File: config.mk
export PLATFORM = sky130hd
export DESIGN_NAME = iccm_read_select
export DESIGN_NICKNAME = d
export VERILOG_FILES = /design/src/hw/iccm_pkg.sv /design/src/hw/iccm_read_select.sv
export SDC_FILE = /design/constraint.sdc
export NUM_CORES = 1
export LEC_CHECK = 0
export ABC_CLOCK_PERIOD_IN_PS = 4100
export BUFFER_PORTS_ARGS = -buffer_cell sky130_fd_sc_hd__buf_2
export CAP_MARGIN = 20
export CORE_AREA = 2 2 125 127
export DETAILED_ROUTE_END_ITERATION = 6
export DIE_AREA = 0 0 127 129
export GPL_ROUTABILITY_DRIVEN = 0
export MAX_ROUTING_LAYER = met4
export PLACE_DENSITY = 0.76
export RECOVER_POWER = 100
export SETUP_SLACK_MARGIN = 0.15
export SYNTH_ARGS = -nofsm -noshare
export SYNTH_HDL_FRONTEND = slang
export SYNTH_SLANG_ARGS = --single-unit
File: constraint.sdc
create_clock -name vclk -period 4.1
set_input_delay 0.82 -clock vclk [all_inputs]
set_output_delay 0.82 -clock vclk [all_outputs]
set_load 0.01 [all_outputs]
File: src/hw/iccm_pkg.sv
// ICCM geometry, write size encoding and SECDED check-bit function, referenced by package scope
`default_nettype none

package iccm_pkg;

   // ****************************************
   // Geometry
   // ****************************************
   localparam int ICCM_BITS          = 12;              // Byte address width, 4 KB
   localparam int ICCM_NUM_BANKS     = 4;
   localparam int ICCM_BANK_HI       = 3;               // Bank index is addr[3:2]
   localparam int ICCM_BANK_INDEX_LO = 4;               // Row index starts here
   localparam int ICCM_ROWS          = 256;
   localparam int ICCM_ECC_WIDTH     = 7;
   localparam int ICCM_WORD_WIDTH    = 32 + ICCM_ECC_WIDTH;

   // Write size, dword spans two banks
   typedef enum logic [1:0] {
      SIZE_WORD  = 2'b10,
      SIZE_DWORD = 2'b11
   } access_size_e;

   // Hamming code over positions 1..38, check bits at the powers of two
   // Bit 6 is overall parity over data and Hamming bits
   function automatic logic [ICCM_ECC_WIDTH-1:0] ecc_encode(input logic [31:0] data);
      logic [ICCM_ECC_WIDTH-1:0] ecc;
      int d;
      ecc = '0;
      d   = 0;
      for (int pos = 1; pos < 39; pos++) begin
         if ((pos & (pos - 1)) != 0) begin          // Data position
            for (int k = 0; k < 6; k++) begin
               if (pos[k])
                  ecc[k] = ecc[k] ^ data[d];
            end
            d++;
         end
      end
      ecc[6] = ^{data, ecc[5:0]};
      return ecc;
   endfunction

endpackage

`default_nettype wire

File: src/hw/iccm_read_select.sv
// ICCM read select: redundant row substitution per bank, then low and high word pick
`timescale 1ns/1ns
`default_nettype none

module iccm_read_select (
   input  wire logic [iccm_pkg::ICCM_NUM_BANKS-1:0]
                     [iccm_pkg::ICCM_WORD_WIDTH-1:0]   bank_dout,
   input  wire logic [iccm_pkg::ICCM_NUM_BANKS-1:0]    sel_row0_q,
   input  wire logic [iccm_pkg::ICCM_NUM_BANKS-1:0]    sel_row1_q,
   input  wire logic [iccm_pkg::ICCM_WORD_WIDTH-1:0]   row0_data,
   input  wire logic [iccm_pkg::ICCM_WORD_WIDTH-1:0]   row1_data,
   input  wire logic [iccm_pkg::ICCM_BANK_HI:2]        rd_lo_bank_q,
   input  wire logic [iccm_pkg::ICCM_BANK_HI:2]        rd_hi_bank_q,
   output logic [iccm_pkg::ICCM_WORD_WIDTH-1:0]        lo_word,
   output logic [iccm_pkg::ICCM_WORD_WIDTH-1:0]        hi_word
);

   logic [iccm_pkg::ICCM_NUM_BANKS-1:0][iccm_pkg::ICCM_WORD_WIDTH-1:0] bank_fn;

   // Row 1 wins if both match
   for (genvar i = 0; i < iccm_pkg::ICCM_NUM_BANKS; i++) begin : g_sub
      assign bank_fn[i] = sel_row1_q[i] ? row1_data :
                          sel_row0_q[i] ? row0_data : bank_dout[i];
   end

   assign lo_word = bank_fn[rd_lo_bank_q];            // Addressed word
   assign hi_word = bank_fn[rd_hi_bank_q];            // Following word

endmodule

`default_nettype wire

---- After elaboration in Yosys (flattened, before gate mapping) ----
Cells that the tools add are included.
cells by class
  muxes and demuxes ....................... 12
  order comparisons ....................... 2
operators with widths
  cell                                                         count
  2-to-1 mux 39 bit                                            10
  binary-select mux 39 bit (select 2 bit)                      2
  less-than comparator 2 x 3 -> 1 bit (second input constant)  2
word-level totals
  logic and storage cells ................. 14
  input port bits ......................... 246
  output and inout bits ................... 78
  register bits ........................... 0

---- Logic depth before layout (Yosys ltp) ----
  depth after elaboration ................. 4
  depth in mapped cells ................... 5
  mapped depth without buffers ............ 3

---- Worst setup path after synthesis ----
No wires, ideal clock.
  path kind ............................... input -> output
  start ................................... input port sel_row1_q[3] in the netlist's numbering
  end ..................................... output port hi_word[28] in the netlist's numbering
  path buffers ............................ 2
  stages on the path ...................... 4
  arrival time ............................ 2234 ps
  data required time ...................... 3280 ps
  setup slack ............................. 1046 ps
  cells stage by stage .................... buf_2 > clkbuf_1 > mux2_2 > mux4_2
on the way
  cells in the longest elaborated chain, start to end .. 3
ends and longest elaborated chain
  what                                     line                    source
  from (decl)                              iccm_read_select.sv:9   input wire logic [iccm_pkg::ICCM_NUM_BANKS-1:0] sel_row1_q,
  2-to-1 mux 39 bit                        iccm_read_select.sv:22  assign bank_fn[i] = sel_row1_q[i] ? row1_data :
  binary-select mux 39 bit (select 2 bit)  iccm_read_select.sv:27  assign hi_word = bank_fn[rd_hi_bank_q];
  2-to-1 mux 39 bit (implied by the code)  iccm_read_select.sv:27
  to (decl)                                iccm_read_select.sv:15  output logic [iccm_pkg::ICCM_WORD_WIDTH-1:0] hi_word
No other way between the ends. The select of a mux whose other input is x is not followed.

---- Worst setup path after layout ----
  start ................................... input port sel_row0_q[3] in the netlist's numbering
  end ..................................... output port hi_word[38] in the netlist's numbering
on the way
  cells in the longest elaborated chain, start to end .. 4
ends and longest elaborated chain
  what                                     line                    source
  from (decl)                              iccm_read_select.sv:8   input wire logic [iccm_pkg::ICCM_NUM_BANKS-1:0] sel_row0_q,
  2-to-1 mux 39 bit                        iccm_read_select.sv:23  sel_row0_q[i] ? row0_data : bank_dout[i];
  2-to-1 mux 39 bit                        iccm_read_select.sv:22
  binary-select mux 39 bit (select 2 bit)  iccm_read_select.sv:27
  2-to-1 mux 39 bit (implied by the code)  iccm_read_select.sv:27
No other way between the ends. The select of a mux whose other input is x is not followed.

==> metrics.log <==
INFO  metric status = completed
INFO  metric wl = about 19 mm
INFO  metric io_pins = between 300 and 400
INFO  metric layout.sequential_cells = 0
INFO  metric timing_hold_violations_final = 0
INFO  metric max-cap-violations = 0
INFO  metric setup_violations = 0
INFO  metric maxSlewViolCount = 0
INFO  metric diodes = 0
INFO  metric powerDensity = 129 mW/mm^2
INFO  metric net_count_after_synthesis = between 600 and 700
INFO  metric timing.slew.headroom = 56.0%
INFO  metric dp_cells = between 900 and 1,000
INFO  metric dr.pass1.iters = 4
INFO  metric cts-hold-fix-buffers = 0
INFO  metric period_minus_slack = between 3000 and 4000 ps
INFO  metric post_route_cell_area = roughly 0.0073 mm^2
INFO  metric layout-area-overhead-vs-synth = 30.3%
INFO  metric worst_setup_path_end_kind = output pin
INFO  metric cp_endpoint = hi_word[38]
INFO  metric power.ir.vdd_worst = approximately 0.14 mV
INFO  metric startpoint_type = primary input
INFO  metric initial_utilization = between 30% and 40%
INFO  metric antenna_found_initial = 0
INFO  metric post-synth-top-area-cell = mux2_2
INFO  metric min_path_type = primary input to output pin
INFO  metric synth-seq-area-share = 0%
INFO  metric cp_num_buf_inv = 3
INFO  metric synth_area = between 0.005 and 0.006 mm^2
INFO  metric global_route.usage.total = between 20% and 30%
INFO  metric route.detailed.wl_per_inst = approximately 21 um
INFO  metric preCtsSetupSlack = 681 ps
INFO  metric final.setup.worst_slack = roughly 440 ps
INFO  metric clockBufferCount = 0
INFO  metric final_core_utilization = between 40 and 50%
INFO  metric synth_top_cell_area_share = 49.4%
INFO  metric dp_hpwl = 14.9 mm
INFO  metric grt_max_degree = 40
INFO  metric timing.setup.critical_path_class = primary input to output pin
INFO  metric grt_pass1_wl = approximately 29 mm
INFO  metric grt_remaining_overflow = 0
INFO  metric total_setup_buffers_inserted_after_cts = 0
INFO  metric start_point_of_the_worst_hold_path = row1_data[31]
INFO  metric netlist-cell-type-count = 8
INFO  metric worstPathMaxFanout = 39
INFO  metric route.antenna.remaining_nets = 0
INFO  metric final_net_count = 978
INFO  metric cp_slowest_stage_delay = around 560 ps
INFO  metric critPathSlowestCell = clkbuf_4
INFO  metric detailed_place.area = approximately 0.0074 mm^2
INFO  metric critPathArrivalTime = approximately 2800 ps
INFO  metric synthesis.yosys.warnings = 0
INFO  metric post-route-drc-count = 0
INFO  metric die-area = approximately 0.016 mm^2
INFO  metric fin_cells = ~920
INFO  metric core-area = approximately 0.015 mm^2
INFO  metric holdWs = around 2200 ps
INFO  metric post_drt_via_cell_ratio = 5.85
INFO  metric period_share = 89.3%
INFO  metric synth_area_per_cell = between 10 and 15 um^2
INFO  metric cpMostUsedCell = mux2_2
INFO  metric dr_total_vias = 5,367
INFO  metric grt_setup_unrepaired = no
INFO  metric die_height = approximately 130 um
INFO  metric cp-startpoint = sel_row0_q[3]
INFO  metric achievable-frequency = around 0.27 GHz
INFO  metric post_route_cells_drive_above_1_share = around 82%
INFO  metric setup_total_negative_slack = 0 ps
INFO  metric drt_first_iter_violations = between 150 and 200
INFO  metric placementRows = 45
INFO  metric worst_path_required_time = 3280 ps
INFO  metric tightest_slew = about 660 ps
INFO  metric overall_power = roughly 940 uW
INFO  metric ys_top_cells_by_count = mux2_2 (244), mux4_2 (78), mux2_1 (59), clkbuf_1 (19), buf_2 (16)
INFO  metric number_of_instances_in_the_synthesized_netlist = around 440
INFO  metric seq_area = 0 um^2
INFO  metric synth.top_cells.by_area = mux2_2 (49%), mux4_2 (32%), mux2_1 (12%)
INFO  metric i_o_buffers = roughly 320
INFO  metric first_global_vias = 5,808
INFO  metric p_leak = about 2.9 nW
INFO  metric crit_chain = buf_2, clkbuf_4, mux2_2, mux2_2, mux4_2, clkbuf_1
INFO  metric crit_family = multiplexers
INFO  metric ctsResizeCount = 0
INFO  metric synthMostInstantiatedCell = mux2_2
INFO  metric path_depth = 6
INFO  metric die_width = 127 um
final cells by class:
class | instances | area (um^2)
well taps | 188 | 235
fillers | 1414 | 7730
repair buffers | 340 | 1750
multi-input cells | 390 | 5270
where the power goes:
| part | switching, mW | total, mW | internal, mW |
|---|---|---|---|
| clock network | 0 | 0 | 0 |
| registers | 0 | 0 | 0 |
| logic | 0.412 | 0.938 | 0.526 |
| total | 0.412 | 0.938 | 0.526 |
worst min path at each step:
| stage | end | cells past startpoint |
|---|---|---|
| floorplan | hi_word[0] | 2 |
| global placement | hi_word[26] | 4 |
| detailed placement | lo_word[24] | 4 |
| CTS | lo_word[24] | 4 |
| global route | hi_word[5] | 4 |
| finish | lo_word[31] | 4 |
placed cells by master, fill, tap and decap left out:
| cell type | n |
|---|---|
| buf_4 | 8 |
| clkbuf_1 | 67 |
| buf_12 | 7 |
| buf_2 | 257 |
| mux2_1 | 68 |
| mux4_2 | 78 |
| clkbuf_4 | 1 |
| mux2_2 | 244 |
layer usage:
layer | wire length [um] | track usage, %
met1 | 7370 | 24.5
met2 | 10300 | 44.2
met3 | 1340 | 2.74
met4 | 285 | 4.65
met5 | 0 | -
worst min-delay path: stages:
cell and delay (ps):
buf_2 110, mux2_2 150, mux4_2 220, buf_2 120
logic make-up (layout without fill, tap and decap cells):
group    count (synthesis)  count (layout)  share of synthesized area [%]
mux                    390             390                           95.3
buf+inv                 48             340                           4.68
Power figures use the tool's default switching activity.
