File: src/hw/iccm_pkg.sv
// ICCM geometry, write size encoding and SECDED check-bit function, referenced by package scope
`default_nettype none

package iccm_pkg;

   // ****************************************
   // Geometry
   // ****************************************
   localparam int ICCM_BITS          = 12;              // Byte address width, 4 KB
   localparam int ICCM_NUM_BANKS     = 4;
   localparam int ICCM_BANK_HI       = 3;               // Bank index is addr[3:2]
   localparam int ICCM_BANK_INDEX_LO = 4;               // Row index starts here
   localparam int ICCM_ROWS          = 256;
   localparam int ICCM_ECC_WIDTH     = 7;
   localparam int ICCM_WORD_WIDTH    = 32 + ICCM_ECC_WIDTH;

   // Write size, dword spans two banks
   typedef enum logic [1:0] {
      SIZE_WORD  = 2'b10,
      SIZE_DWORD = 2'b11
   } access_size_e;

   // Hamming code over positions 1..38, check bits at the powers of two
   // Bit 6 is overall parity over data and Hamming bits
   function automatic logic [ICCM_ECC_WIDTH-1:0] ecc_encode(input logic [31:0] data);
      logic [ICCM_ECC_WIDTH-1:0] ecc;
      int d;
      ecc = '0;
      d   = 0;
      for (int pos = 1; pos < 39; pos++) begin
         if ((pos & (pos - 1)) != 0) begin          // Data position
            for (int k = 0; k < 6; k++) begin
               if (pos[k])
                  ecc[k] = ecc[k] ^ data[d];
            end
            d++;
         end
      end
      ecc[6] = ^{data, ecc[5:0]};
      return ecc;
   endfunction

endpackage

`default_nettype wire

File: src/hw/iccm_request_stage.sv
// ICCM request stage: bank decode, row steering, write encoding and read address registers
`timescale 1ns/1ns
`default_nettype none

module iccm_request_stage (
   input  wire logic                                   clk,
   input  wire logic                                   reset,
   input  wire logic                                   wren,
   input  wire logic                                   rden,
   input  wire logic [iccm_pkg::ICCM_BITS-1:1]         rw_addr,      // Halfword address
   input  iccm_pkg::access_size_e                      wr_size,
   input  wire logic [63:0]                            wr_data,
   output logic [iccm_pkg::ICCM_NUM_BANKS-1:0]         bank_wren,
   output logic [iccm_pkg::ICCM_NUM_BANKS-1:0]         bank_rden,
   output logic [iccm_pkg::ICCM_NUM_BANKS-1:0]
                [iccm_pkg::ICCM_BITS-1:iccm_pkg::ICCM_BANK_INDEX_LO] bank_row,
   output logic [iccm_pkg::ICCM_NUM_BANKS-1:0]
                [iccm_pkg::ICCM_WORD_WIDTH-1:0]        bank_wr_word,
   output logic [iccm_pkg::ICCM_BITS-1:1]              inc_addr,
   output logic [iccm_pkg::ICCM_BANK_HI:2]             rd_lo_bank_q,
   output logic [iccm_pkg::ICCM_BANK_HI:2]             rd_hi_bank_q,
   output logic                                        rd_half_q,
   output logic                                        rd_pending    // rden delayed one cycle
);

   logic [iccm_pkg::ICCM_WORD_WIDTH-1:0] lo_word;
   logic [iccm_pkg::ICCM_WORD_WIDTH-1:0] hi_word;
   logic                                 dword;

   // Next word, two halfwords on
   assign inc_addr = rw_addr + (iccm_pkg::ICCM_BITS-1)'(2);
   assign dword    = (wr_size == iccm_pkg::SIZE_DWORD);

   // Check bits generated per 32-bit half
   assign lo_word = {iccm_pkg::ecc_encode(wr_data[31:0]), wr_data[31:0]};
   assign hi_word = {iccm_pkg::ecc_encode(wr_data[63:32]), wr_data[63:32]};

   for (genvar i = 0; i < iccm_pkg::ICCM_NUM_BANKS; i++) begin : g_bank
      logic is_lo;
      logic is_hi;
      assign is_lo = (rw_addr[iccm_pkg::ICCM_BANK_HI:2] == 2'(i));
      assign is_hi = (inc_addr[iccm_pkg::ICCM_BANK_HI:2] == 2'(i));

      assign bank_wren[i] = wren & (is_lo | (dword & is_hi));   // Word write hits one bank
      assign bank_rden[i] = rden & (is_lo | is_hi);
      // Second word of the pair may sit one row further on
      assign bank_row[i]  = is_hi ? inc_addr[iccm_pkg::ICCM_BITS-1:iccm_pkg::ICCM_BANK_INDEX_LO]
                                  : rw_addr[iccm_pkg::ICCM_BITS-1:iccm_pkg::ICCM_BANK_INDEX_LO];
      assign bank_wr_word[i] = is_lo ? lo_word : hi_word;
   end

   // ****************************************
   // Read address pipeline
   // ****************************************
   always_ff @(posedge clk) begin
      rd_lo_bank_q <= rw_addr[iccm_pkg::ICCM_BANK_HI:2];
      rd_hi_bank_q <= inc_addr[iccm_pkg::ICCM_BANK_HI:2];
      rd_half_q    <= rw_addr[1];                      // Odd halfword start
   end

   always_ff @(posedge clk) begin
      if (reset) begin
         rd_pending <= 1'b0;
      end else begin
         rd_pending <= rden;
      end
   end

endmodule

`default_nettype wire

File: config.mk
export PLATFORM = sky130hd
export DESIGN_NAME = iccm_request_stage
export DESIGN_NICKNAME = d
export VERILOG_FILES = /design/src/hw/iccm_pkg.sv /design/src/hw/iccm_request_stage.sv
export SDC_FILE = /design/constraint.sdc
export NUM_CORES = 1
export LEC_CHECK = 0
export ABC_AREA = 1
export BUFFER_PORTS_ARGS = -buffer_cell sky130_fd_sc_hd__buf_2
export CAP_MARGIN = 20
export CORE_MARGIN = 1.5
export CORE_UTILIZATION = 33
export CTS_CLUSTER_SIZE = 30
export DETAILED_ROUTE_END_ITERATION = 16
export GPL_ROUTABILITY_DRIVEN = 0
export PLACE_DENSITY = 0.65
export SETUP_SLACK_MARGIN = 0.4
export SLEW_MARGIN = 20
export SYNTH_ARGS = -nofsm -noshare
export SYNTH_HDL_FRONTEND = slang
export SYNTH_SLANG_ARGS = --single-unit
File: constraint.sdc
create_clock -name clk -period 5.19 [get_ports clk]
set_input_delay 1.038 -clock clk [delete_from_list [all_inputs] [get_ports clk]]
set_output_delay 1.038 -clock clk [all_outputs]
set_load 0.1 [all_outputs]
## Word-level counts from Yosys, hierarchy flattened

Cells that the tools add are included.

- Bitwise gates (word level): 188
- $add $sub $neg: 1
- Equality and inequality tests: 7
- Mux-type cells: 8
- Reductions and logical operators: 4

Operators with widths:

| kind | count |
|---|---|
| $xor A1 B1 Y1 | 168 |
| $mux W39 | 4 |
| $reduce_xor A38 Y1 | 2 |
| $mux W8 | 4 |
| $and A1 B1 Y1 | 12 |
| $add A11 B2 Y11 const B | 1 |
| $eq A2 B2 Y1 const B | 5 |
| $or A1 B1 Y1 | 8 |
| $eq A2 B1 Y1 const B | 2 |
| $logic_not A2 Y1 | 2 |

- Input bits: 81
- Output and inout bits: 213
- Word-level logic and storage cells: 212
- Bits in registers: 6

## Logic depth before layout (Yosys ltp)

- Word-level depth: 19
- Mapped depth: 21
- Depth with buffers taken out: 21

## Worst setup path after synthesis

Ideal clock, no wire load.

- Kind: input to output
- From: input rw_addr[2] (netlist bit)
- To: output bank_row[15] (netlist bit)
- Path slack: -0.833 ns
- Stages on the path: 11
- Arrival: 4.985 ns
- Required time: 4.152 ns
- Buffers on the path: 0
- Cells stage by stage: inv_1 -> nor3_1 -> inv_1 -> nor2_1 -> inv_1 -> nor3_2 -> nand2_1 -> nor2_1 -> xor2_1 -> nand2_1 -> o21ai_0

RTL lines:

| element | RTL line | text |
|---|---|---|
| start, declared | iccm_request_stage.sv:10 | `input wire logic [iccm_pkg::ICCM_BITS-1:1] rw_addr,` |
| end, declared | iccm_request_stage.sv:16 | `[iccm_pkg::ICCM_BITS-1:iccm_pkg::ICCM_BANK_INDEX_LO] bank_row,` |

==> key figures <==
Floorplan
  – I/O pin total: between 200 and 300
  – Initial Utilization: 34.1%
  – Core outline area: 0.0153 sq mm
  – Die Area: around 0.017 sq mm
  – Rows: 45
  – Die Height: 129 microns
  – Die width: around 130 microns

Placed design
  – I/O Buffers: slightly below 300
  – Hpwl dp: about 17,000 microns
  – Placement Cell Area: just under 0.007 sq mm

Final layout
  – Area Overhead vs Synth: 31.4%
  – Diodes inserted: 0
  – Most frequent cells in the layout: nand2_1 (527), buf_2 (293), o21ai_1 (115), inv_1 (103), nand3_1 (63)
  – Number of fill cells: 1,768
  – Nets: 1,433
  – Final Instance Area: 0.00686 sq mm
  – Commonest non-fill, non-tap cell in the layout: nand2_1
  – Final core utilization: between 40% and 50%
  – Share of layout cells above drive strength 1: about 29%
  – Area of the multi-input gates: 0.00442 sq mm
  – Reg area: ~120 sq um

Yosys
  – Synth Register Bits: 6
  – Post-synthesis sequential area ratio: roughly 2.3%
  – Synth area leaders: nand2_1 (38%), o21ai_0 (17%), inv_1 (7.4%)
  – Syn nets: ~1,200
  – Mapped Cells: ~1,100
  – Synth top area share: 37.9%
  – Synthesis warning total: 0
  – Largest area contributor in the netlist: nand2_1
  – Synth unique cells: 31
  – Syn Area/Cell: 4.69 sq um
  – Synth Cell Area: around 0.0052 sq mm

Clock network
  – Clk pin slew, worst setup/hold paths: roughly 0.03 ns
  – Root Buffer: clkbuf_16
  – H-tree levels: 1
  – PostCTS Resize Cnt: 0
  – Post-CTS Setup Inserts: 0
  – CTS Sinks: 6
  – Deepest clock path buffer count: 2
  – CTS tree: built
  – Number of buffers created by CTS: 3
  – # hold bufs at CTS: 0

Pwr
  – Clk network pwr share: 4.7%
  – VDD IR-drop max: 0.323 mV
  – Sw frac: about four fifths
  – Register share of total power: 1.8%
  – Pwr/cell area: ~390 mW/mm^2
  – Logic pwr share: between 90% and 100%
  – Net Switching: around 2.1 mW
  – Static leakage: 4.07 nW
  – Cell Int Power: around 0.55 mW

Detailed routing
  – Post-route DRC: 0
  – Drt pass-1 iters: 7
  – Final antenna-violating net count: 0
  – Average wire per standard cell: ~13 microns
  – Via/cell ratio: roughly 4.7
  – First DRT Iteration DRCs: 336
  – Vias: between 7,000 and 8,000
  – Routed wire length: approximately 21,000 microns

Job
  – Max Cap Viol: 0

Critical path
  – CP endpoint: bank_wr_word[38]
  – CP Data Arrival Time: ~3.4 ns
  – Worst Path Class, Setup: primary input to primary output
  – Worst-path fanout max: 7
  – Startpoint Class: primary input
  – WP data required: 4.15 ns
  – Crit. End Element: primary output
  – Origin of the worst setup path: wr_data[33]

Timing
  – Fmax: 228 MHz
  – Relative slew margins: between 40 and 50%
  – Final min period: between 4 and 5 ns
  – Final setup vio count: 0
  – Final count of pins violating max slew: 0
  – TNS Setup: 0 ns
  – RSZ-0062 raised after global routing: no
  – Crit share post-route: 84.6%
  – Slew of the pin with the lowest slew margin: 0.771 ns
  – Final Hold Viols: 0

Global routing
  – GRT Residual Overflow: 0
  – Initial antenna violation count: 1
  – First-pass GRT wire length: around 33,000 microns
  – Vias in the first global route: between 6,000 and 7,000
  – GRT Total Usage: approximately a quarter
  – Largest net degree at the start of global routing: 78

Worst hold path
  – Worst hold-check path type: primary input to flip-flop

Status
  – Outcome: finished clean
per-stage QoR:
| step | instances | power, mW | hold WS, ns | worst slack, ns |
|---|---|---|---|---|
| 6_report | 1557 | 2.69 | 0.926 | 0.798 |
| 5_1_grt | 1557 | 2.84 | 0.930 | 0.527 |
| 4_1_cts | 1557 | 2.69 | 0.927 | 0.830 |
| 3_5_place_dp | 1554 | 2.57 | 1.16 | 0.836 |
| 3_3_place_gp | 1554 | 2.55 | 1.16 | 0.830 |
| 2_1_floorplan | 1114 | 2.17 | 1.07 | -0.325 |
layout make-up:
type | count | area share [%]
timing repair buffer | 299 | 22.0
multi-input combinational | 913 | 64.5
clock buffer | 3 | 1.09
inverter | 125 | 6.84
sequential | 6 | 1.75
tap | 211 | 3.85
worst max-delay path: stages:
cell     delay, ns
buf_2         0.13
inv_1         0.23
nand2_1       0.11
nand3_1       0.09
nand2_1       0.12
inv_1         0.08
nand2_1       0.05
nand2_1       0.06
inv_1         0.04
nand2_1       0.08
nand3_1       0.09
nand2_2       0.16
inv_2         0.05
nand2_1       0.06
nand2_1       0.05
nand2_1       0.08
nand2_1       0.07
nand2_2       0.09
nand3_1       0.08
nand2_1       0.15
buf_2         0.45
cell usage after synthesis:
library cell,instances
nor3_1,1
xnor2_1,29
nand2b_1,1
nor3_2,1
nand3_2,4
nor2_2,2
nand3_1,63
nor2_1,25
inv_1,103
clkbuf_1,37
buf_6,3
buf_2,13
clkinv_1,1
buf_1,2
nand3b_1,1
xor2_2,4
buf_4,13
nand2_4,2
or2_1,1
dfxtp_1,6
or2_2,1
clkbuf_2,2
inv_2,21
a21oi_1,6
ha_1,4
xnor2_2,2
o21ai_0,181
nand2_2,26
nand2_1,527
nand4_1,1
xor2_1,31
flip-flops by register name, summed over array words and instances, names as in the netlist:
signal	count
rd_pending	1
rd_half_q	1
rd_hi_bank_q	2
rd_lo_bank_q	2
power by group through the flow:
| stage | Clock, mW | Sequential (mW) | Combinational (mW) |
|---|---|---|---|
| global placement | 0 | 0.0504 | 2.50 |
| detailed placement | 0 | 0.0504 | 2.51 |
| finish | 0.126 | 0.0498 | 2.51 |
| global route | 0.131 | 0.0501 | 2.66 |
| floorplan | 0 | 0.0718 | 2.10 |
| CTS | 0.128 | 0.0497 | 2.52 |
worst min-delay path by stage:
stage / slack [ns] / end / cells past startpoint / start
3_5_place_dp: 1.16 / rd_half_q / 1 / rw_addr[1]
4_1_cts: 0.93 / rd_half_q / 1 / rw_addr[1]
6_report: 0.93 / rd_half_q / 1 / rw_addr[1]
3_3_place_gp: 1.16 / rd_half_q / 1 / rw_addr[1]
2_1_floorplan: 1.07 / rd_half_q / 0 / rw_addr[1]
5_1_grt: 0.93 / rd_half_q / 1 / rw_addr[1]
kinds of logic after synthesis:
family	synth area share, %
AO/OA/AOI/OAI	17.9
XOR/XNOR	11.9
flip-flops	2.30
adder cells (fa/ha/maj)	0.958
AND/OR/NAND/NOR	51.2
buffers and inverters	15.7
per-layer routing:
metal | track usage, % | vias up | wire length [microns]
met5 | 0 | - | 16
met2 | 46.0 | 273 | 10200
met3 | 2.62 | 13 | 1440
met1 | 31.5 | 3115 | 9100
li1 | - | 3891 | -
met4 | 3.17 | 2 | 160
(Power assumes the default switching activity.)
