==> config.mk <==
export PLATFORM = sky130hd
export DESIGN_NAME = iccm_ecc_check
export DESIGN_NICKNAME = d
export VERILOG_FILES = /design/src/hw/iccm_pkg.sv /design/src/hw/iccm_ecc_check.sv
export SDC_FILE = /design/constraint.sdc
export NUM_CORES = 1
export LEC_CHECK = 0
export ABC_AREA = 1
export BUFFER_PORTS_ARGS = -buffer_cell sky130_fd_sc_hd__buf_4
export CAP_MARGIN = 20
export CORE_MARGIN = 4
export CORE_UTILIZATION = 40
export DETAILED_ROUTE_END_ITERATION = 10
export GPL_TIMING_DRIVEN = 1
export SETUP_SLACK_MARGIN = 0.15
export SLEW_MARGIN = 20
export SYNTH_ARGS = -nofsm -noshare
export SYNTH_HDL_FRONTEND = slang
export SYNTH_SLANG_ARGS = --single-unit
==> constraint.sdc <==
create_clock -name clk -period 3 [get_ports clk]
set_clock_uncertainty 0.1 [all_clocks]
set_input_delay 0.9 -clock clk [delete_from_list [all_inputs] [get_ports clk]]
set_output_delay 0.9 -clock clk [all_outputs]
set_load 0.02 [all_outputs]
==> src/hw/iccm_pkg.sv <==
// ICCM geometry, write size encoding and SECDED check-bit function, referenced by package scope
`default_nettype none

package iccm_pkg;

   // ****************************************
   // Geometry
   // ****************************************
   localparam int ICCM_BITS          = 12;              // Byte address width, 4 KB
   localparam int ICCM_NUM_BANKS     = 4;
   localparam int ICCM_BANK_HI       = 3;               // Bank index is addr[3:2]
   localparam int ICCM_BANK_INDEX_LO = 4;               // Row index starts here
   localparam int ICCM_ROWS          = 256;
   localparam int ICCM_ECC_WIDTH     = 7;
   localparam int ICCM_WORD_WIDTH    = 32 + ICCM_ECC_WIDTH;

   // Write size, dword spans two banks
   typedef enum logic [1:0] {
      SIZE_WORD  = 2'b10,
      SIZE_DWORD = 2'b11
   } access_size_e;

   // Hamming code over positions 1..38, check bits at the powers of two
   // Bit 6 is overall parity over data and Hamming bits
   function automatic logic [ICCM_ECC_WIDTH-1:0] ecc_encode(input logic [31:0] data);
      logic [ICCM_ECC_WIDTH-1:0] ecc;
      int d;
      ecc = '0;
      d   = 0;
      for (int pos = 1; pos < 39; pos++) begin
         if ((pos & (pos - 1)) != 0) begin          // Data position
            for (int k = 0; k < 6; k++) begin
               if (pos[k])
                  ecc[k] = ecc[k] ^ data[d];
            end
            d++;
         end
      end
      ecc[6] = ^{data, ecc[5:0]};
      return ecc;
   endfunction

endpackage

`default_nettype wire

==> src/hw/iccm_ecc_check.sv <==
// ICCM ECC check: SECDED correction of both read words, halfword alignment and output register
`timescale 1ns/1ns
`default_nettype none

module iccm_ecc_check (
   input  wire logic                                   clk,
   input  wire logic                                   reset,
   input  wire logic                                   rd_pending,
   input  wire logic [iccm_pkg::ICCM_WORD_WIDTH-1:0]   lo_word,
   input  wire logic [iccm_pkg::ICCM_WORD_WIDTH-1:0]   hi_word,
   input  wire logic                                   rd_half_q,
   output logic [63:0]                                 rd_data,
   output logic                                        rd_valid,
   output logic                                        single_err,
   output logic                                        double_err
);

   logic [33:0] lo_chk, hi_chk;       // {double, single, data}
   logic [63:0] joined;

   // Syndrome names the Hamming position of a single flip
   function automatic logic [33:0] check_word(input logic [iccm_pkg::ICCM_WORD_WIDTH-1:0] w);
      logic [iccm_pkg::ICCM_ECC_WIDTH-1:0] recalc;
      logic [5:0]                          syn;
      logic                                par_err;
      logic [31:0]                         data;
      int                                  d;
      recalc  = iccm_pkg::ecc_encode(w[31:0]);
      syn     = w[37:32] ^ recalc[5:0];
      par_err = ^w;                                  // Odd flips
      data    = w[31:0];
      d       = 0;
      for (int pos = 1; pos < 39; pos++) begin
         if ((pos & (pos - 1)) != 0) begin
            if (par_err && syn == pos[5:0])
               data[d] = ~data[d];
            d++;
         end
      end
      return {~par_err & (syn != '0), par_err, data};
   endfunction

   assign lo_chk = check_word(lo_word);
   assign hi_chk = check_word(hi_word);
   assign joined = {hi_chk[31:0], lo_chk[31:0]};

   // ****************************************
   // Output register
   // ****************************************
   always_ff @(posedge clk) begin
      rd_data <= rd_half_q ? {16'b0, joined[63:16]} : joined;
   end

   always_ff @(posedge clk) begin
      if (reset) begin
         rd_valid   <= 1'b0;
         single_err <= 1'b0;
         double_err <= 1'b0;
      end else begin
         rd_valid   <= rd_pending;
         double_err <= rd_pending & (lo_chk[33] | hi_chk[33]);
         single_err <= rd_pending & (lo_chk[32] | hi_chk[32]) & ~(lo_chk[33] | hi_chk[33]);
      end
   end

endmodule

`default_nettype wire

Yosys cells after proc, flatten, opt, wreduce, memory -nomap -nowiden
Cells that the tools add are included.

word-level totals
  register bits after elaboration = 67
  input port bits = 82
  output and inout bits = 67
  logic and storage cells = 446

cells by class
  equality and inequality tests = 64
  mux-type cells = 65
  bitwise logic cells = 244
  reductions and logical operators = 68

operators with widths
  cell                                                                    number
  6-bit by 5-bit equality test with 1-bit output (second input constant)  30
  1-bit XOR                                                               168
  6-bit by 4-bit equality test with 1-bit output (second input constant)  14
  39-bit XOR reduction                                                    2
  6-bit equality test (second input constant)                             12
  1-bit inverter                                                          67
  1-bit logical AND                                                       64
  32-bit two-way mux                                                      2
  31-bit two-way mux                                                      2
  30-bit two-way mux                                                      2
  29-bit two-way mux                                                      2
  28-bit two-way mux                                                      2
  27-bit two-way mux                                                      2
  26-bit two-way mux                                                      2
  25-bit two-way mux                                                      2
  24-bit two-way mux                                                      2
  48-bit two-way mux                                                      1
  23-bit two-way mux                                                      2
  22-bit two-way mux                                                      2
  21-bit two-way mux                                                      2
  20-bit two-way mux                                                      2
  19-bit two-way mux                                                      2
  6-bit by 3-bit equality test with 1-bit output (second input constant)  6
  18-bit two-way mux                                                      2
  other kinds (22)                                                        47

Logic depth before layout (Yosys ltp)
  depth in word-level cells = 53
  gate-level depth with buffers = 21
  gate-level depth less buffers = 20

Least setup slack after synthesis
Ideal clock, no wire load.

  path kind = input port to flip-flop
  from = input hi_word[28] (netlist bit)
  to = register rd_data[43]
  library setup time = 0.112 ns
  data arrival time = 2.421 ns
  data required time = 2.788 ns
  slack = 0.367 ns
  stages on the path = 17
  buffers on the path = 2
  path through = buf_2 inv_2 nand2_1 nand2_1 nand2_1 nand2_1 xor2_1 nand2_1 nand2_1 nand3_1 inv_1 clkbuf_1 nand3_1 nand2_1 nand2_1 nand2_1 nand2_1

between the ends
  longest elaborated chain between the ends = 29
  elaborated cells between the ends (all ways) = 36
  those cells by class = eq/ne: 2; mux: 22; bitwise: 9; reduce/logical: 3

RTL lines
  element                                         line                  text
  start, declared                                 iccm_ecc_check.sv:10  input wire logic [iccm_pkg::ICCM_WORD_WIDTH-1:0] hi_word,
  1-bit XOR (4 in series)                         iccm_pkg.sv:34        ecc[k] = ecc[k] ^ data[d];
  6-bit XOR                                       iccm_ecc_check.sv:29  syn = w[37:32] ^ recalc[5:0];
  6-bit by 5-bit equality test with 1-bit output  iccm_ecc_check.sv:35  if (par_err && syn == pos[5:0])
  1-bit logical AND                               iccm_ecc_check.sv:35
  12-bit two-way mux                              iccm_ecc_check.sv:35
  13-bit two-way mux                              iccm_ecc_check.sv:35
  14-bit two-way mux                              iccm_ecc_check.sv:35
  15-bit two-way mux                              iccm_ecc_check.sv:35
  [... 10 more ...]                               -
  26-bit two-way mux                              iccm_ecc_check.sv:35
  27-bit two-way mux                              iccm_ecc_check.sv:35
  28-bit two-way mux *                            iccm_ecc_check.sv:35
  29-bit two-way mux *                            iccm_ecc_check.sv:35
  30-bit two-way mux *                            iccm_ecc_check.sv:35
  31-bit two-way mux *                            iccm_ecc_check.sv:35
  32-bit two-way mux *                            iccm_ecc_check.sv:35
  48-bit two-way mux *                            iccm_ecc_check.sv:51  rd_data <= rd_half_q ? {16'b0, joined[63:16]} : joined;
  end signal, assigned                            iccm_ecc_check.sv:51
  end, declared                                   iccm_ecc_check.sv:12  output logic [63:0] rd_data,

Mark *: on every way between the ends. The rest lies on a longest branch, timed or not.
A chain may end at the register's enable or synchronous reset.

Worst setup path after layout
  from = input hi_word[23] (netlist bit)
  to = register rd_data[40]

between the ends
  longest elaborated chain between the ends = 34
  elaborated cells between the ends (all ways) = 48
  those cells by class = eq/ne: 2; mux: 25; bitwise: 18; reduce/logical: 3

RTL lines
  element                                         line
  1-bit XOR (6 in series)                         iccm_pkg.sv:34
  6-bit XOR                                       iccm_ecc_check.sv:29
  6-bit by 4-bit equality test with 1-bit output  iccm_ecc_check.sv:35
  1-bit logical AND                               iccm_ecc_check.sv:35
  9-bit two-way mux                               iccm_ecc_check.sv:35
  10-bit two-way mux                              iccm_ecc_check.sv:35
  11-bit two-way mux                              iccm_ecc_check.sv:35
  12-bit two-way mux                              iccm_ecc_check.sv:35
  [... 13 more ...]                               -
  26-bit two-way mux *                            iccm_ecc_check.sv:35
  27-bit two-way mux *                            iccm_ecc_check.sv:35
  28-bit two-way mux *                            iccm_ecc_check.sv:35
  29-bit two-way mux *                            iccm_ecc_check.sv:35
  30-bit two-way mux *                            iccm_ecc_check.sv:35
  31-bit two-way mux *                            iccm_ecc_check.sv:35
  32-bit two-way mux *                            iccm_ecc_check.sv:35
  48-bit two-way mux *                            iccm_ecc_check.sv:51

Marks and branches as above.

==> impl_metrics.csv <==
group,metric,value,unit
logic_synthesis,synth.area.mux_share,0,
floorplanning,die_y,140,µm
place,dp_slack,-0.192,ns
critical_path,slowest_delay,0.28,ns
drt,post-route-drc-count,0,
final_layout,drive_above_1_share,0.304,
floorplanning,start_util,0.407,
logic_synthesis,avgSynthCellArea,5.32,µm²
power_and_ir_drop,power.internal,2.98,mW
critical_path,cp_cell_sequence,"buf_4, inv_2, nand2_1, nand2_2, nand2_2, nand2_2, buf_4, inv_2, nand2_1, nand2_2, nand2_2, inv_2, nor2_4, nand2_2, nand3_4, nand2_8, nor2_2, nand3_1, nand2_1, nand2_1, nand2_1",
logic_synthesis,synth.yosys.seq_area_share,0.191,
clocking,clk_pin_slew,0.06,ns
drt,dr_total_vias,9203,
power_and_ir_drop,vdd_drop_max,0.402,mV
sta,post-route-min-period,2.76,ns
clocking,cts_tree,"built",
drt,vias_per_cell,5.00,
clocking,clkSinkCount,67,
logic_synthesis,synth_compound_area_frac,0.0252,
drt,drt_iter0_markers,837,
logic_synthesis,synth-seq-cells,67,
logic_synthesis,synth_warnings,0,
floorplanning,die-area,19700,µm²
sta,worst_slack,0.243,ns
power_and_ir_drop,power_frac_comb,0.573,
logic_synthesis,yosys.area_share.xor_xnor,0.0872,
sta,tightest_slew,0.511,ns
power_and_ir_drop,p_per_area,512,nW/µm²
place,globalplace.congestion,0.972,
critical_path,cp.required,3.18,ns
power_and_ir_drop,p_leak,5.93,nW
logic_synthesis,synthSimpleGateAreaFrac,0.583,
sta,rsz0062_at_grt,"yes",
global_route,first_global_vias,8085,
place,port_buffers,148,
final_layout,layout_commonest_cell,"nand2_1",
run_status,status,"finished clean",
sta,fin_crit_sh,0.919,
logic_synthesis,yosys.area_share.adder,0,
critical_path,cp_data_arrival_time,2.93,ns
logic_synthesis,synth_top_area_frac,0.348,
floorplanning,die_w,140,µm
logic_synthesis,syn-cell-area,7010,µm²
global_route,grt_start_max_net_pins,49,
critical_path,cp-start-kind,"input pin",
clocking,cts_hold_buffers,0,
global_route,grt-ovfl-total,0,
drt,first_pass_iters,5,
logic_synthesis,netlist_instances,1318,
logic_synthesis,ys_types,33,
clocking,cts_made_buffers,9,
sta,slew_viol_final,0,
drt,routedWlPerCell,15.5,µm
critical_path,cp_common_cell,"nand2_2",
sta,slew_headroom,0.659,
global_route,groute.usage.overall,0.272,
logic_synthesis,syn_nets,1400,
global_route,antenna_found_initial,0,
floorplanning,io_pins,149,
logic_synthesis,synth_top_cell_by_area,"nand2_1",
power_and_ir_drop,clkPwrFrac,0.236,
sta,fmax,0.363,GHz
critical_path,slowest_stage,"nor2_2",
global_route,grt_pass1_wl,42.0,mm
run,drv_cap,0,
final_layout,num_antenna_cells,0,
power_and_ir_drop,seqPwrFrac,0.191,
power_and_ir_drop,power.total,5.29,mW
critical_path,path_class,"in2reg",
critical_path,worstSetupEndpointType,"flip-flop",
sta,hold_violations,0,
place,dp_hpwl,23.5,mm
sta,setup_viol,0,
drt,routed_wl,28.6,mm
drt,final_antenna_net_count,0,
final_layout,nFillCells,1716,
worst_hold_path,holdCritPathClass,"in2reg",
place,placed_area,9470,µm²
floorplanning,num_rows,48,
power_and_ir_drop,p_switching,2.31,mW
final_layout,final_cell_mix,"nand2_1, buf_4, nand3_1",
logic_synthesis,yosys-top-cells-area,"nand2_1, dfxtp_1, nand3_1, inv_1, xor2_1",
clocking,ctsRootBufferMaster,"clkbuf_16",
power_and_ir_drop,netSwitchingFraction,0.437,
final_layout,syn2layout_area_growth,47.4,%
clocking,ctsHtreeMaxLevel,3,
final_layout,final_area,10300,µm²
logic_synthesis,synth_top_family_by_area,"simple AND/OR/NAND/NOR gates",
clocking,max-clock-path-buffers,2,
critical_path,crit_fanout,7,
final_layout,final_core_util,0.600,
final_layout,num-nets-final,1694,
floorplanning,coreArea,17200,µm²
-- worst max-delay path, delay by kind of cell --
family	cells	cell delay [ns]
AND/OR/NAND/NOR	16	1.61
buffers and inverters	5	0.42
-- sequential cells by signal, summed over array words and instances (netlist names) --
| signal | flops |
|---|---|
| rd_valid | 1 |
| rd_data | 64 |
| double_err | 1 |
| single_err | 1 |
-- synth_stat cells --
cell      count
nand3b_1      7
dfxtp_1      67
nor2_2        9
nand2_1     650
inv_2        31
a21oi_1       8
nor2_1       59
nor3_1        2
buf_4         4
clkbuf_2      3
buf_6         6
nand3_4       1
clkinv_1      3
buf_1         1
buf_2        20
nand2_2      16
nand2_4       1
o21bai_1      3
clkbuf_1      6
inv_1       113
nand3_1     188
nor2_4        3
a21boi_0      1
nor2_8        1
xor2_2        1
nand3_2       7
o21ai_0       5
o21bai_2      1
xnor2_1      32
inv_4         1
o21ai_1      14
xor2_1       36
nand4_1      18
-- metrics by stage --
stage          TNS (ns)  hold WS, ns  cells
2_1_floorplan         0        0.890   1318
3_3_place_gp      -4.93        0.984   1818
3_5_place_dp      -5.89        0.986   1818
4_1_cts               0        0.628   1834
5_1_grt               0        0.636   1842
6_report              0        0.636   1842
-- layout make-up --
type                       instances  area (µm²)  share of cell area
clock buffer                      10         239              0.0231
clock inverter                     6         111              0.0108
inverter                         148         568              0.0550
multi-input combinational       1066        5300               0.512
sequential                        67        1340               0.130
tap                              225         282              0.0272
timing repair buffer             320        2500               0.242
-- logic make-up after synthesis --
group	Yosys count
and+or+nand+nor	962
buffers and inverters	188
xor gates and xnor gates	69
DFF	67
AOI/OAI and AO/OA	32
-- what timing repair did --
item                                    CTS  global route
endpoints found under the setup margin    0            65
gates resized for setup                   0           117
setup buffers                             0             3
-- per-layer routing --
layer	track usage	vias to the layer above	share of wire
li1	-	4671	-
met1	0.392	4079	0.46
met2	0.412	403	0.43
met3	0.0454	50	0.086
met4	0.0862	0	0.029
met5	0	-	0
-- path summary, 6_finish.rpt --
kind	from	to	cells after the start
min	reset	rd_valid	2
max	hi_word[23]	rd_data[40]	21
-- power groups by stage --
stage / Combinational (mW) / Clock (mW) / Sequential, mW
6_report: 3.03 / 1.25 / 1.01
5_1_grt: 3.27 / 1.30 / 1.02
3_5_place_dp: 2.57 / 0 / 1.03
2_1_floorplan: 1.45 / 0 / 1.13
3_3_place_gp: 2.56 / 0 / 1.03
4_1_cts: 2.58 / 1.26 / 1.01
Power figures use the tool's default switching activity.
