--- src/hw/iccm_pkg.sv ---
// ICCM geometry, write size encoding and SECDED check-bit function, referenced by package scope
`default_nettype none

package iccm_pkg;

   // ****************************************
   // Geometry
   // ****************************************
   localparam int ICCM_BITS          = 12;              // Byte address width, 4 KB
   localparam int ICCM_NUM_BANKS     = 4;
   localparam int ICCM_BANK_HI       = 3;               // Bank index is addr[3:2]
   localparam int ICCM_BANK_INDEX_LO = 4;               // Row index starts here
   localparam int ICCM_ROWS          = 256;
   localparam int ICCM_ECC_WIDTH     = 7;
   localparam int ICCM_WORD_WIDTH    = 32 + ICCM_ECC_WIDTH;

   // Write size, dword spans two banks
   typedef enum logic [1:0] {
      SIZE_WORD  = 2'b10,
      SIZE_DWORD = 2'b11
   } access_size_e;

   // Hamming code over positions 1..38, check bits at the powers of two
   // Bit 6 is overall parity over data and Hamming bits
   function automatic logic [ICCM_ECC_WIDTH-1:0] ecc_encode(input logic [31:0] data);
      logic [ICCM_ECC_WIDTH-1:0] ecc;
      int d;
      ecc = '0;
      d   = 0;
      for (int pos = 1; pos < 39; pos++) begin
         if ((pos & (pos - 1)) != 0) begin          // Data position
            for (int k = 0; k < 6; k++) begin
               if (pos[k])
                  ecc[k] = ecc[k] ^ data[d];
            end
            d++;
         end
      end
      ecc[6] = ^{data, ecc[5:0]};
      return ecc;
   endfunction

endpackage

`default_nettype wire

--- src/hw/iccm_redundancy.sv ---
// ICCM redundant rows: correction load, write shadowing, LRU replacement and read substitution selects
`timescale 1ns/1ns
`default_nettype none

module iccm_redundancy (
   input  wire logic                                   clk,
   input  wire logic                                   reset,
   input  wire logic                                   wren,
   input  wire logic                                   rden,
   input  wire logic [iccm_pkg::ICCM_BITS-1:1]         rw_addr,
   input  wire logic [iccm_pkg::ICCM_BITS-1:1]         inc_addr,
   input  iccm_pkg::access_size_e                      wr_size,
   input  wire logic [iccm_pkg::ICCM_NUM_BANKS-1:0]
                     [iccm_pkg::ICCM_WORD_WIDTH-1:0]   bank_wr_word,
   input  wire logic                                   buf_correct_ecc,
   input  wire logic                                   correction_state,
   output logic [iccm_pkg::ICCM_NUM_BANKS-1:0]         sel_row0_q,
   output logic [iccm_pkg::ICCM_NUM_BANKS-1:0]         sel_row1_q,
   output logic [iccm_pkg::ICCM_WORD_WIDTH-1:0]        row0_data,
   output logic [iccm_pkg::ICCM_WORD_WIDTH-1:0]        row1_data
);

   logic [1:0][iccm_pkg::ICCM_BITS-1:2]          row_addr;      // Word address per row
   logic [1:0][iccm_pkg::ICCM_WORD_WIDTH-1:0]    row_data;
   logic [1:0]                                   row_valid;
   logic [1:0]                                   hit_lo, hit_hi;
   logic [1:0]                                   load, data_en;
   logic [1:0][iccm_pkg::ICCM_NUM_BANKS-1:0]     sel;
   logic                                         lru;           // Row to replace next
   logic                                         dword;

   assign dword = (wr_size == iccm_pkg::SIZE_DWORD);

   // ****************************************
   // Address match
   // ****************************************
   always_comb begin
      for (int r = 0; r < 2; r++) begin
         hit_lo[r]  = row_valid[r] & (rw_addr[iccm_pkg::ICCM_BITS-1:2] == row_addr[r]);
         hit_hi[r]  = row_valid[r] & (inc_addr[iccm_pkg::ICCM_BITS-1:2] == row_addr[r]);
         load[r]    = buf_correct_ecc & (lru == r[0]);
         // Shadow writes, second word counts only for dword
         data_en[r] = load[r] | (wren & (hit_lo[r] | (dword & hit_hi[r])));
         for (int i = 0; i < iccm_pkg::ICCM_NUM_BANKS; i++) begin
            sel[r][i] = (hit_lo[r] & (rw_addr[iccm_pkg::ICCM_BANK_HI:2] == 2'(i))) |
                        (hit_hi[r] & (inc_addr[iccm_pkg::ICCM_BANK_HI:2] == 2'(i)));
         end
      end
   end

   always_ff @(posedge clk) begin
      if (reset) begin
         row_valid  <= '0;
         lru        <= 1'b0;
         sel_row0_q <= '0;
         sel_row1_q <= '0;
      end else begin
         sel_row0_q <= sel[0];                        // Lines up with bank dout
         sel_row1_q <= sel[1];
         for (int r = 0; r < 2; r++) begin
            if (load[r])
               row_valid[r] <= 1'b1;
         end
         if (buf_correct_ecc)
            lru <= ~lru;
         else if (rden && correction_state && (|(hit_lo | hit_hi)))
            lru <= hit_lo[0] | hit_hi[0];             // Steer away from the row hit
      end
   end

   // Row payload
   always_ff @(posedge clk) begin
      for (int r = 0; r < 2; r++) begin
         if (load[r])
            row_addr[r] <= rw_addr[iccm_pkg::ICCM_BITS-1:2];
         if (data_en[r])
            row_data[r] <= load[r] ? bank_wr_word[rw_addr[iccm_pkg::ICCM_BANK_HI:2]]
                                   : bank_wr_word[row_addr[r][iccm_pkg::ICCM_BANK_HI:2]];
      end
   end

   assign row0_data = row_data[0];
   assign row1_data = row_data[1];

endmodule

`default_nettype wire

--- config.mk ---
export PLATFORM = sky130hd
export DESIGN_NAME = iccm_redundancy
export DESIGN_NICKNAME = d
export VERILOG_FILES = /design/src/hw/iccm_pkg.sv /design/src/hw/iccm_redundancy.sv
export SDC_FILE = /design/constraint.sdc
export NUM_CORES = 1
export LEC_CHECK = 0
export BUFFER_PORTS_ARGS = -buffer_cell sky130_fd_sc_hd__buf_2
export CAP_MARGIN = 10
export CORE_ASPECT_RATIO = 1.1
export CORE_UTILIZATION = 55
export DETAILED_ROUTE_END_ITERATION = 12
export PLACE_DENSITY_LB_ADDON = 0.08
export SYNTH_ARGS = -nofsm -noshare
export SYNTH_HDL_FRONTEND = slang
export SYNTH_SLANG_ARGS = --single-unit
--- constraint.sdc ---
create_clock -name clk -period 12.75 [get_ports clk]
set_input_delay 2.55 -clock clk [delete_from_list [all_inputs] [get_ports clk]]
set_output_delay 2.55 -clock clk [all_outputs]
set_load 0.01 [all_outputs]
# --- Word-level counts from Yosys, hierarchy flattened ---
# Cells that the tools add are included.
op_classes:
  n_lt_le_gt_ge: 3
  eq_ne: 11
  mux: 10
  bitwise: 41
  reduce_logical: 6
ops:
  columns: ["cell", "n"]
  rows:
  - ["$bmux W39 S2", 3]
  - ["$mux W39", 5]
  - ["$eq A10 B10 Y1", 4]
  - ["$and A1 B1 Y1", 26]
  - ["$or A1 B1 Y1", 13]
  - ["$eq A2 B2 Y1 const B", 5]
  - ["$lt A2 B3 Y1 const B", 3]
  - ["$eq A2 B1 Y1 const B", 2]
  - ["$logic_not A2 Y1", 2]
  - ["$logic_and A1 B1 Y1", 2]
  - ["$mux W1", 2]
  - ["$or A2 B2 Y2", 1]
  - ["$reduce_bool A2 Y1", 1]
  - ["$reduce_or A2 Y1", 1]
  - ["$not A1 Y1", 1]
word_totals:
  regBits: 109
  in_bits: 186
  output_inout_bits: 86
  word_cells: 80

# --- Longest topological paths before layout ---
# Gate-level depths: netlist of the first run.
depth:
  depth_word: 7
  depth_mapped: 7
  depth_no_buf: 5

# --- Worst setup path after synthesis of the first run ---
# No wires, ideal clock.
synth_timing:
  kind: "input to register"
  start: "in inc_addr[7] (netlist bit)"
  end: "reg row_data (netlist bit row0_data[0]) (enable)"
  setup_time_ns: 0.489
  arrival_time_ns: 5.987
  required_ns: 12.261
  slack_ns: 6.274
  stages: 5
  n_path_buf: 0
  cell_sequence: "xnor2_1 nand4_1 nor3_2 a31oi_1 o21ai_0"
synth_between:
  elab_chain_cells: 6
synth_lines:
  columns: ["item", "line_no", "rtl"]
  rows:
  - ["start, declared", "iccm_redundancy.sv:11", "input wire logic [iccm_pkg::ICCM_BITS-1:1] inc_addr,"]
  - ["$eq A10 B10 Y1", "iccm_redundancy.sv:40", "hit_hi[r] = row_valid[r] & (inc_addr[iccm_pkg::ICCM_BITS-1:2] == row_addr[r]);"]
  - ["$and A1 B1 Y1", "iccm_redundancy.sv:40", null]
  - ["$and A1 B1 Y1", "iccm_redundancy.sv:43", "data_en[r] = load[r] | (wren & (hit_lo[r] | (dword & hit_hi[r])));"]
  - ["$or A1 B1 Y1", "iccm_redundancy.sv:43", null]
  - ["$and A1 B1 Y1", "iccm_redundancy.sv:43", null]
  - ["$or A1 B1 Y1", "iccm_redundancy.sv:43", null]
  - ["via data_en[0]", "iccm_redundancy.sv:27", "logic [1:0] load, data_en;"]
  - ["end signal, assigned by index", "iccm_redundancy.sv:77", "row_data[r] <= load[r] ? bank_wr_word[rw_addr[iccm_pkg::ICCM_BANK_HI:2]]"]
  - ["end, declared", "iccm_redundancy.sv:24", "logic [1:0][iccm_pkg::ICCM_WORD_WIDTH-1:0] row_data;"]
# The timed path passes the listed nets, and every way through them passes these cells.
# A chain may end at the register's enable or synchronous reset.

# --- Worst setup path in the final report of the first run ---
layout_timing:
  start: "in rw_addr[2] (netlist bit)"
  end: "reg row_data (netlist bit row1_data[0]) (enable)"
layout_between:
  elab_chain_cells: 5
layout_lines:
  columns: ["item", "line_no", "rtl"]
  rows:
  - ["start, declared", "iccm_redundancy.sv:10", "input wire logic [iccm_pkg::ICCM_BITS-1:1] rw_addr,"]
  - ["$eq A10 B10 Y1", "iccm_redundancy.sv:39", "hit_lo[r] = row_valid[r] & (rw_addr[iccm_pkg::ICCM_BITS-1:2] == row_addr[r]);"]
  - ["$and A1 B1 Y1", "iccm_redundancy.sv:39", null]
  - ["$or A1 B1 Y1", "iccm_redundancy.sv:43", null]
  - ["$and A1 B1 Y1", "iccm_redundancy.sv:43", null]
  - ["$or A1 B1 Y1", "iccm_redundancy.sv:43", null]
  - ["via data_en[1]", "iccm_redundancy.sv:27", null]
# The timed path passes the listed nets, and every way through them passes these cells.

==> results.md, run 1 <==
- Outcome: completed
- Final Total Pwr: 957 uW
- DRT iter0 DRCs: 395
- Post-Synthesis Cells: 609
- Total CTS buffers: 9
- Final worst slack: 7.62 ns
- CP Launch Type: primary input
- Htree depth: 3
- Post-synth EDFFs: 98
- Finished Cell Area: 9400 um^2
- FF+latch count, synth: 109
- CP endpoint: row1_data[0]
- I/O pin count: 272
- Mapped Area: 7700 um^2
- Actual slew at the worst max-slew pin: 1.14 ns
- # setup viols final: 0
- Final HPWL from detailed placement: 14300 um
- Fin. Hold Viols: 0
- Setup CP Type: in2reg
- CTS tree: built
- RSZ-0062 raised after global routing: no
- Aggregate global routing overflow: 0
- Post-synthesis cell type count: 31
- Flop2flop setup slack: 9.50 ns
- Die W: 115 um
- DP Worst Slack: 7.20 ns
- Post_cts resized: 0
- Register area: 3160 um^2
- Hold Path Stages: 2
- Post-synthesis async set-or-reset flop share: 0
- Seq/Total Area, Yosys: 0.411
- Tmin final: 5.13 ns
- Yosys top cell area share: 0.382
- Critical R2R Launch: row_addr[0]
- Slew margin rel.: 0.237
- Worst skew pair latency: 0.37 ns
- Final period util: 0.402
- DRC errors left: 0
- Worst Hold Class: reg2reg
- Placer Congestion: 0.862
- Global-route wire length before repair: 32500 um
- GRT Resource Usage Total: 0.304
- Clk buf depth: 2
- Initial antenna violation count: 3
- R2R cell count: 7
- Avg WL per Cell: 20.6 um
- Nets: 1034
- I/O Buffers: 269
- Area of the multi-input gates: 4260 um^2
- Clock Skews: 0.00788 ns
- DRT Pass-1 Iters: 5
- Largest net degree at the start of global routing: 52
- Commonest cells in the synthesized netlist: 235 x nand2_1, 112 x mux4_2, 98 x edfxtp_1, 39 x xnor2_1, 18 x clkbuf_1
- CP arrival: 5.17 ns
- Synth area leaders: edfxtp_1 38%, mux4_2 33%, nand2_1 11%
- Leak pwr: 0.00391 uW
- Most frequent cell after synthesis: nand2_1
- Synth Area per Inst: 12.6 um^2
- WP data required: 12.79 ns
- Max-cap violations: 0
- Max FO, Critical Path: 48
- CP endpoint kind: flip-flop
- Top FF cell, synth: edfxtp_1
- Die Height: 126 um
- Synth Warn #: 0
- Share of cells above drive strength 1: 0.487
- # fillers: 1058
- Critical path launch point: rw_addr[2]
- Mapped Nets: 795
- Std-Cell Rows: 45
- Setup TNS: 0 ns
- Initial Utilization: 0.561
- Drt total wl: 21600 um
- DR vias/cell: 6.02
- Clock transition at the registers of the reported paths: 0.08 ns
- Post-synth top area cell: edfxtp_1
- Post-DRT Antenna Nets: 0
- Max Clk Rate: 195 MHz
- Root Buffer Master: clkbuf_16
- Postcts setup bufs: 0
- Pwr dens: 102 nW/um^2
- Worst ir drop on vdd: 0.0000790 V
- Pins Over Slew Limit: 0
- Vias: 6282
- DP Area: 9070 um^2
- CORE AREA: 13700 um^2
- Vias in the first global route: 6401
- RR Endpoint: row0_data[3]
- Die area: 14500 um^2
- CTS sink cnt: 109
- CTS hold repair buffers: 0
- Area Growth Syn to Fin: 22.0%
==> per-stage QoR <==
stage                util  hold WS (ns)  instances
floorplan               -         0.462        609
global placement    0.660         0.491       1025
detailed placement  0.660         0.497       1025
CTS                 0.684         0.509       1041
global route        0.684         0.548       1044
finish              0.684         0.511       1044
==> critical path: stages <==
cell and delay, ns:
buf_4 0.70, xnor2_1 0.20, nand4_1 0.13, nor3_2 0.36, a31oi_1 0.13, o21ai_4 0.64, buf_4 0.43
==> state kept, by name, summed over array words and instances, names as in the netlist <==
| signal | flops |
|---|---|
| row_valid | 2 |
| sel_row1_q | 4 |
| row0_data | 39 |
| lru | 1 |
| sel_row0_q | 4 |
| row1_data | 39 |
| row_addr | 20 |
==> layer usage <==
metal  part of all wire  vias to the layer above  track usage
li1                   -                     2786            -
met1               0.35                     3106        0.344
met2               0.53                      347        0.540
met3              0.088                       43       0.0606
met4              0.033                        0        0.157
met5                  0                        -            0
==> power by group <==
part	leakage, uW	switching (uW)	total [uW]	internal, uW
sequential	0.00101	7.75	427	419
clock	0.000160	144	304	160
combinational	0.00274	115	226	111
==> cells by family after synthesis <==
| family | Yosys count | synth area share |
|---|---|---|
| and+or+nand+nor | 276 | 0.144 |
| muxes | 117 | 0.344 |
| DFF | 109 | 0.411 |
| buffers and inverters | 51 | 0.0396 |
| xor gates and xnor gates | 40 | 0.0465 |
| AOI/OAI and AO/OA | 16 | 0.0146 |
==> cells in the final DEF (no fill, tap or decap), types with 3 or more instances in the layout <==
master and n:
a22oi_1 6, edfxtp_1 98, buf_2 268, nor2b_1 4, nand4_1 8, nor2_1 14
nor3_2 4, nand3_1 4, inv_6 3, diode_2 3, dfxtp_1 11, nand2_1 234
buf_4 8, mux4_1 5, xnor2_1 39, mux4_2 112, clkbuf_16 11
==> worst min path at each step <==
stage,start,endpoint,slack [ns]
detailed placement,row_valid[1],row_valid[1],0.50
finish,row_valid[1],row_valid[1],0.51
CTS,row_valid[0],row_valid[0],0.51
global route,row_valid[0],row_valid[0],0.55
global placement,row_valid[0],row_valid[0],0.49
floorplan,row_valid[1],row_valid[1],0.46
==> area by class of cell <==
cell class / count / share of cell area
multi-input cells: 449 / 0.453
flip-flops and latches: 109 / 0.336
repair buffers: 276 / 0.149
clock buffers: 11 / 0.0293
well taps: 188 / 0.0250
clock inverters: 5 / 0.00466
inverters: 3 / 0.00120
diodes: 3 / 0.000799
Power figures use the tool's default switching activity.
==> run 2: changes to the inputs <==
Settings changed: ABC_AREA from default to 1, CORE_UTILIZATION 55 to 47.
Clock period 12.75 ns to 4.6 ns, I/O delays scaled along.
==> run 2 against run 1 <==
Core utilization decreased by 9.6 points. Cell area increased by 2.8%. Sequential share of layout area decreased by 0.93 points. Worst hold slack got worse by 0.029 ns. Clock power increased to 2.7 times the previous value. Clock skew increased by 0.0086 ns. Die area increased by 20%. Critical path depth increased by 4. Synthesized area increased by 3.3%. Final cell count increased by 49%. Sequential power increased to 2.8 times the previous value. Highest routed layer is now met5.
==> results.md, run 2 <==
- Outcome: completed
- I/O Buffers: 269
- CP max stage cell: nand2_2
- Max Clk Rate: 352 MHz
- Internal Power: 1810 uW
- Actual slew at the worst max-slew pin: 0.998 ns
- Clk buf depth: 2
- Hold Path Stages: 2
- Final period util: 0.617
- Fin. Hold Viols: 0
- Die area: 17500 um^2
- Htree depth: 3
- CTS sink cnt: 109
- Comb pwr share: 0.237
- Commonest cells in the synthesized netlist: 263 x o21ai_0, 238 x nand2_1, 107 x a21oi_1, 103 x inv_1, 98 x edfxtp_1
- Finished Cell Area: 9670 um^2
- Leak pwr: 0.00437 uW
- DR vias/cell: 5.78
- Vias in the first global route: 8306
- R2R cell count: 11
- Synth area leaders: edfxtp_1 37%, o21ai_0 17%, nand2_1 11%
- Clk pwr share: 0.313
- Mapped Nets: 1310
- Post-synth EDFFs: 98
- WP buf/inv: 3
- Max-cap violations: 0
- Commonest non-fill, non-tap cell in the layout: buf_2
- Global-route wire length before repair: 43400 um
- DRT Pass-1 Iters: 5
- Worst ir drop on vdd: 0.000193 V
- Most frequent cell after synthesis: o21ai_0
- CTS hold repair buffers: 0
- Pwr dens: 271 nW/um^2
- CP arrival: 2.91 ns
- Worst Hold Class: reg2reg
- Share of cells above drive strength 1: 0.237
- Top FF cell, synth: edfxtp_1
- Pins Over Slew Limit: 0
- Tmin final: 2.84 ns
- Slowest stage delay, CP: 0.62 ns
- WP data required: 4.67 ns
- Final Total Pwr: 2620 uW
- NetSw: 806 uW
- Post_cts resized: 0
- Largest net degree at the start of global routing: 106
- Drt total wl: 27900 um
- GRT Resource Usage Total: 0.316
- Post-Synthesis Cells: 1124
- Area Growth Syn to Fin: 21.5%
- Most frequent cells in the layout: 269 x buf_2, 263 x o21ai_0, 235 x nand2_1, 107 x a21oi_1, 103 x inv_1
- Delay-heaviest family, CP: simple AND/OR/NAND/NOR gates
- Post-synthesis cell type count: 35
- Synth Area per Inst: 7.08 um^2
- CORE AREA: 16400 um^2
- Slew margin rel.: 0.334
- Switching Share: 0.308
- Nets: 1529
- Clock Skews: 0.0165 ns
- Std-Cell Rows: 49
- Die W: 126 um
- CP Launch Type: primary input
- DP Area: 9360 um^2
- Avg WL per Cell: 17.9 um
- Root Buffer Master: clkbuf_16
- FF+latch count, synth: 109
- CP endpoint kind: flip-flop
- Clock transition at the registers of the reported paths: 0.08 ns
- Setup CP Type: in2reg
- Placer Congestion: 0.865
- Post-synth top area cell: edfxtp_1
- Vias: 8990
- Post-synthesis async set-or-reset flop share: 0
- Total CTS buffers: 9
- Worst path depth: 11
- RSZ-0062 raised after global routing: no
- CTS tree: built
- Synth Warn #: 0
- Initial antenna violation count: 5
- Worst-path cell chain: buf_2 -> inv_1 -> nand2_1 -> nand2_1 -> nand3_1 -> nor2_1 -> nand3_1 -> nand2_1 -> nand3_1 -> nand2_2 -> buf_4
- DRC errors left: 0
- Max FO, Critical Path: 26
- Initial Utilization: 0.484
- Seq/Total Area, Yosys: 0.398
- I/O pin count: 272
- Postcts setup bufs: 0
- Setup TNS: 0 ns
- # setup viols final: 0
- Sequential share of power: 0.450
- Die Height: 138 um
- Worst skew pair latency: 0.36 ns
- Post-DRT Antenna Nets: 0
- Aggregate global routing overflow: 0
- Mapped Area: 7960 um^2
- Final HPWL from detailed placement: 18200 um
- DRT iter0 DRCs: 825
- Yosys top cell area share: 0.370
## run 2: cell types whose count changed in the layout (fill, tap and decap cells not counted), sizes merged, moves of 36 or more
cell   change
a21oi    +107
mux4     -117
o21ai    +272
xnor2     -36
inv      +103
nor2      +64
## run 2: tightest hold or removal path, cell delays in order, from the launching register on
cell and delay [ns]:
dfxtp_1 0.32, inv_1 0.06, a21oi_1 0.06
## run 2: path summary, 6_finish.rpt
kind / from / slack, ns / to
worst max-delay path: inc_addr[2] / 1.76 / row1_data[33]
worst min-delay path: row_valid[0] / 0.48 / row_valid[0]
worst max register to register: row_addr[11] / 1.79 / row1_data[33]
worst min register to register: row_valid[0] / 0.48 / row_valid[0]
## run 2: final cells by class
cell class                      count  area (um^2)
Fill cell                        1637         6760
Multi-Input combinational cell    826         4050
Sequential cell                   109         3160
Timing Repair Buffer              286         1470
Inverter                          111          417
Tap cell                          204          255
Clock buffer                       10          229
Clock inverter                      6         72.6
Antenna cell                        4         10.0
## run 2: metal layers
metal / wire length (um) / up-vias / track usage
li1: - / 4347 / -
met1: 11500 / 4056 / 0.408
met2: 12700 / 509 / 0.501
met3: 2650 / 76 / 0.0573
met4: 1020 / 2 / 0.169
met5: 13 / - / 0
## run 2: through the flow
step / util / std cells / hold WS [ns] / worst slack (ns)
CTS: 0.588 / 1552 / 0.478 / 1.76
global placement: 0.569 / 1536 / 0.465 / 1.38
detailed placement: 0.569 / 1536 / 0.468 / 1.39
finish: 0.588 / 1556 / 0.482 / 1.76
global route: 0.588 / 1555 / 0.509 / 1.53
floorplan: - / 1124 / 0.441 / 1.48
## run 2: logic make-up after synthesis
kind of cell              share of synthesized area
and+or+nand+nor                               0.176
xor gates and xnor gates                    0.00771
buffers and inverters                        0.0959
DFF                                           0.398
AOI/OAI and AO/OA                             0.323
## run 2: power groups by stage
stage / Clock [uW] / Sequential [uW] / Combinational [uW]
global route: 860 / 1180 / 691
floorplan: 0 / 1220 / 333
global placement: 0 / 1200 / 604
CTS: 827 / 1180 / 615
finish: 819 / 1180 / 620
detailed placement: 0 / 1200 / 613
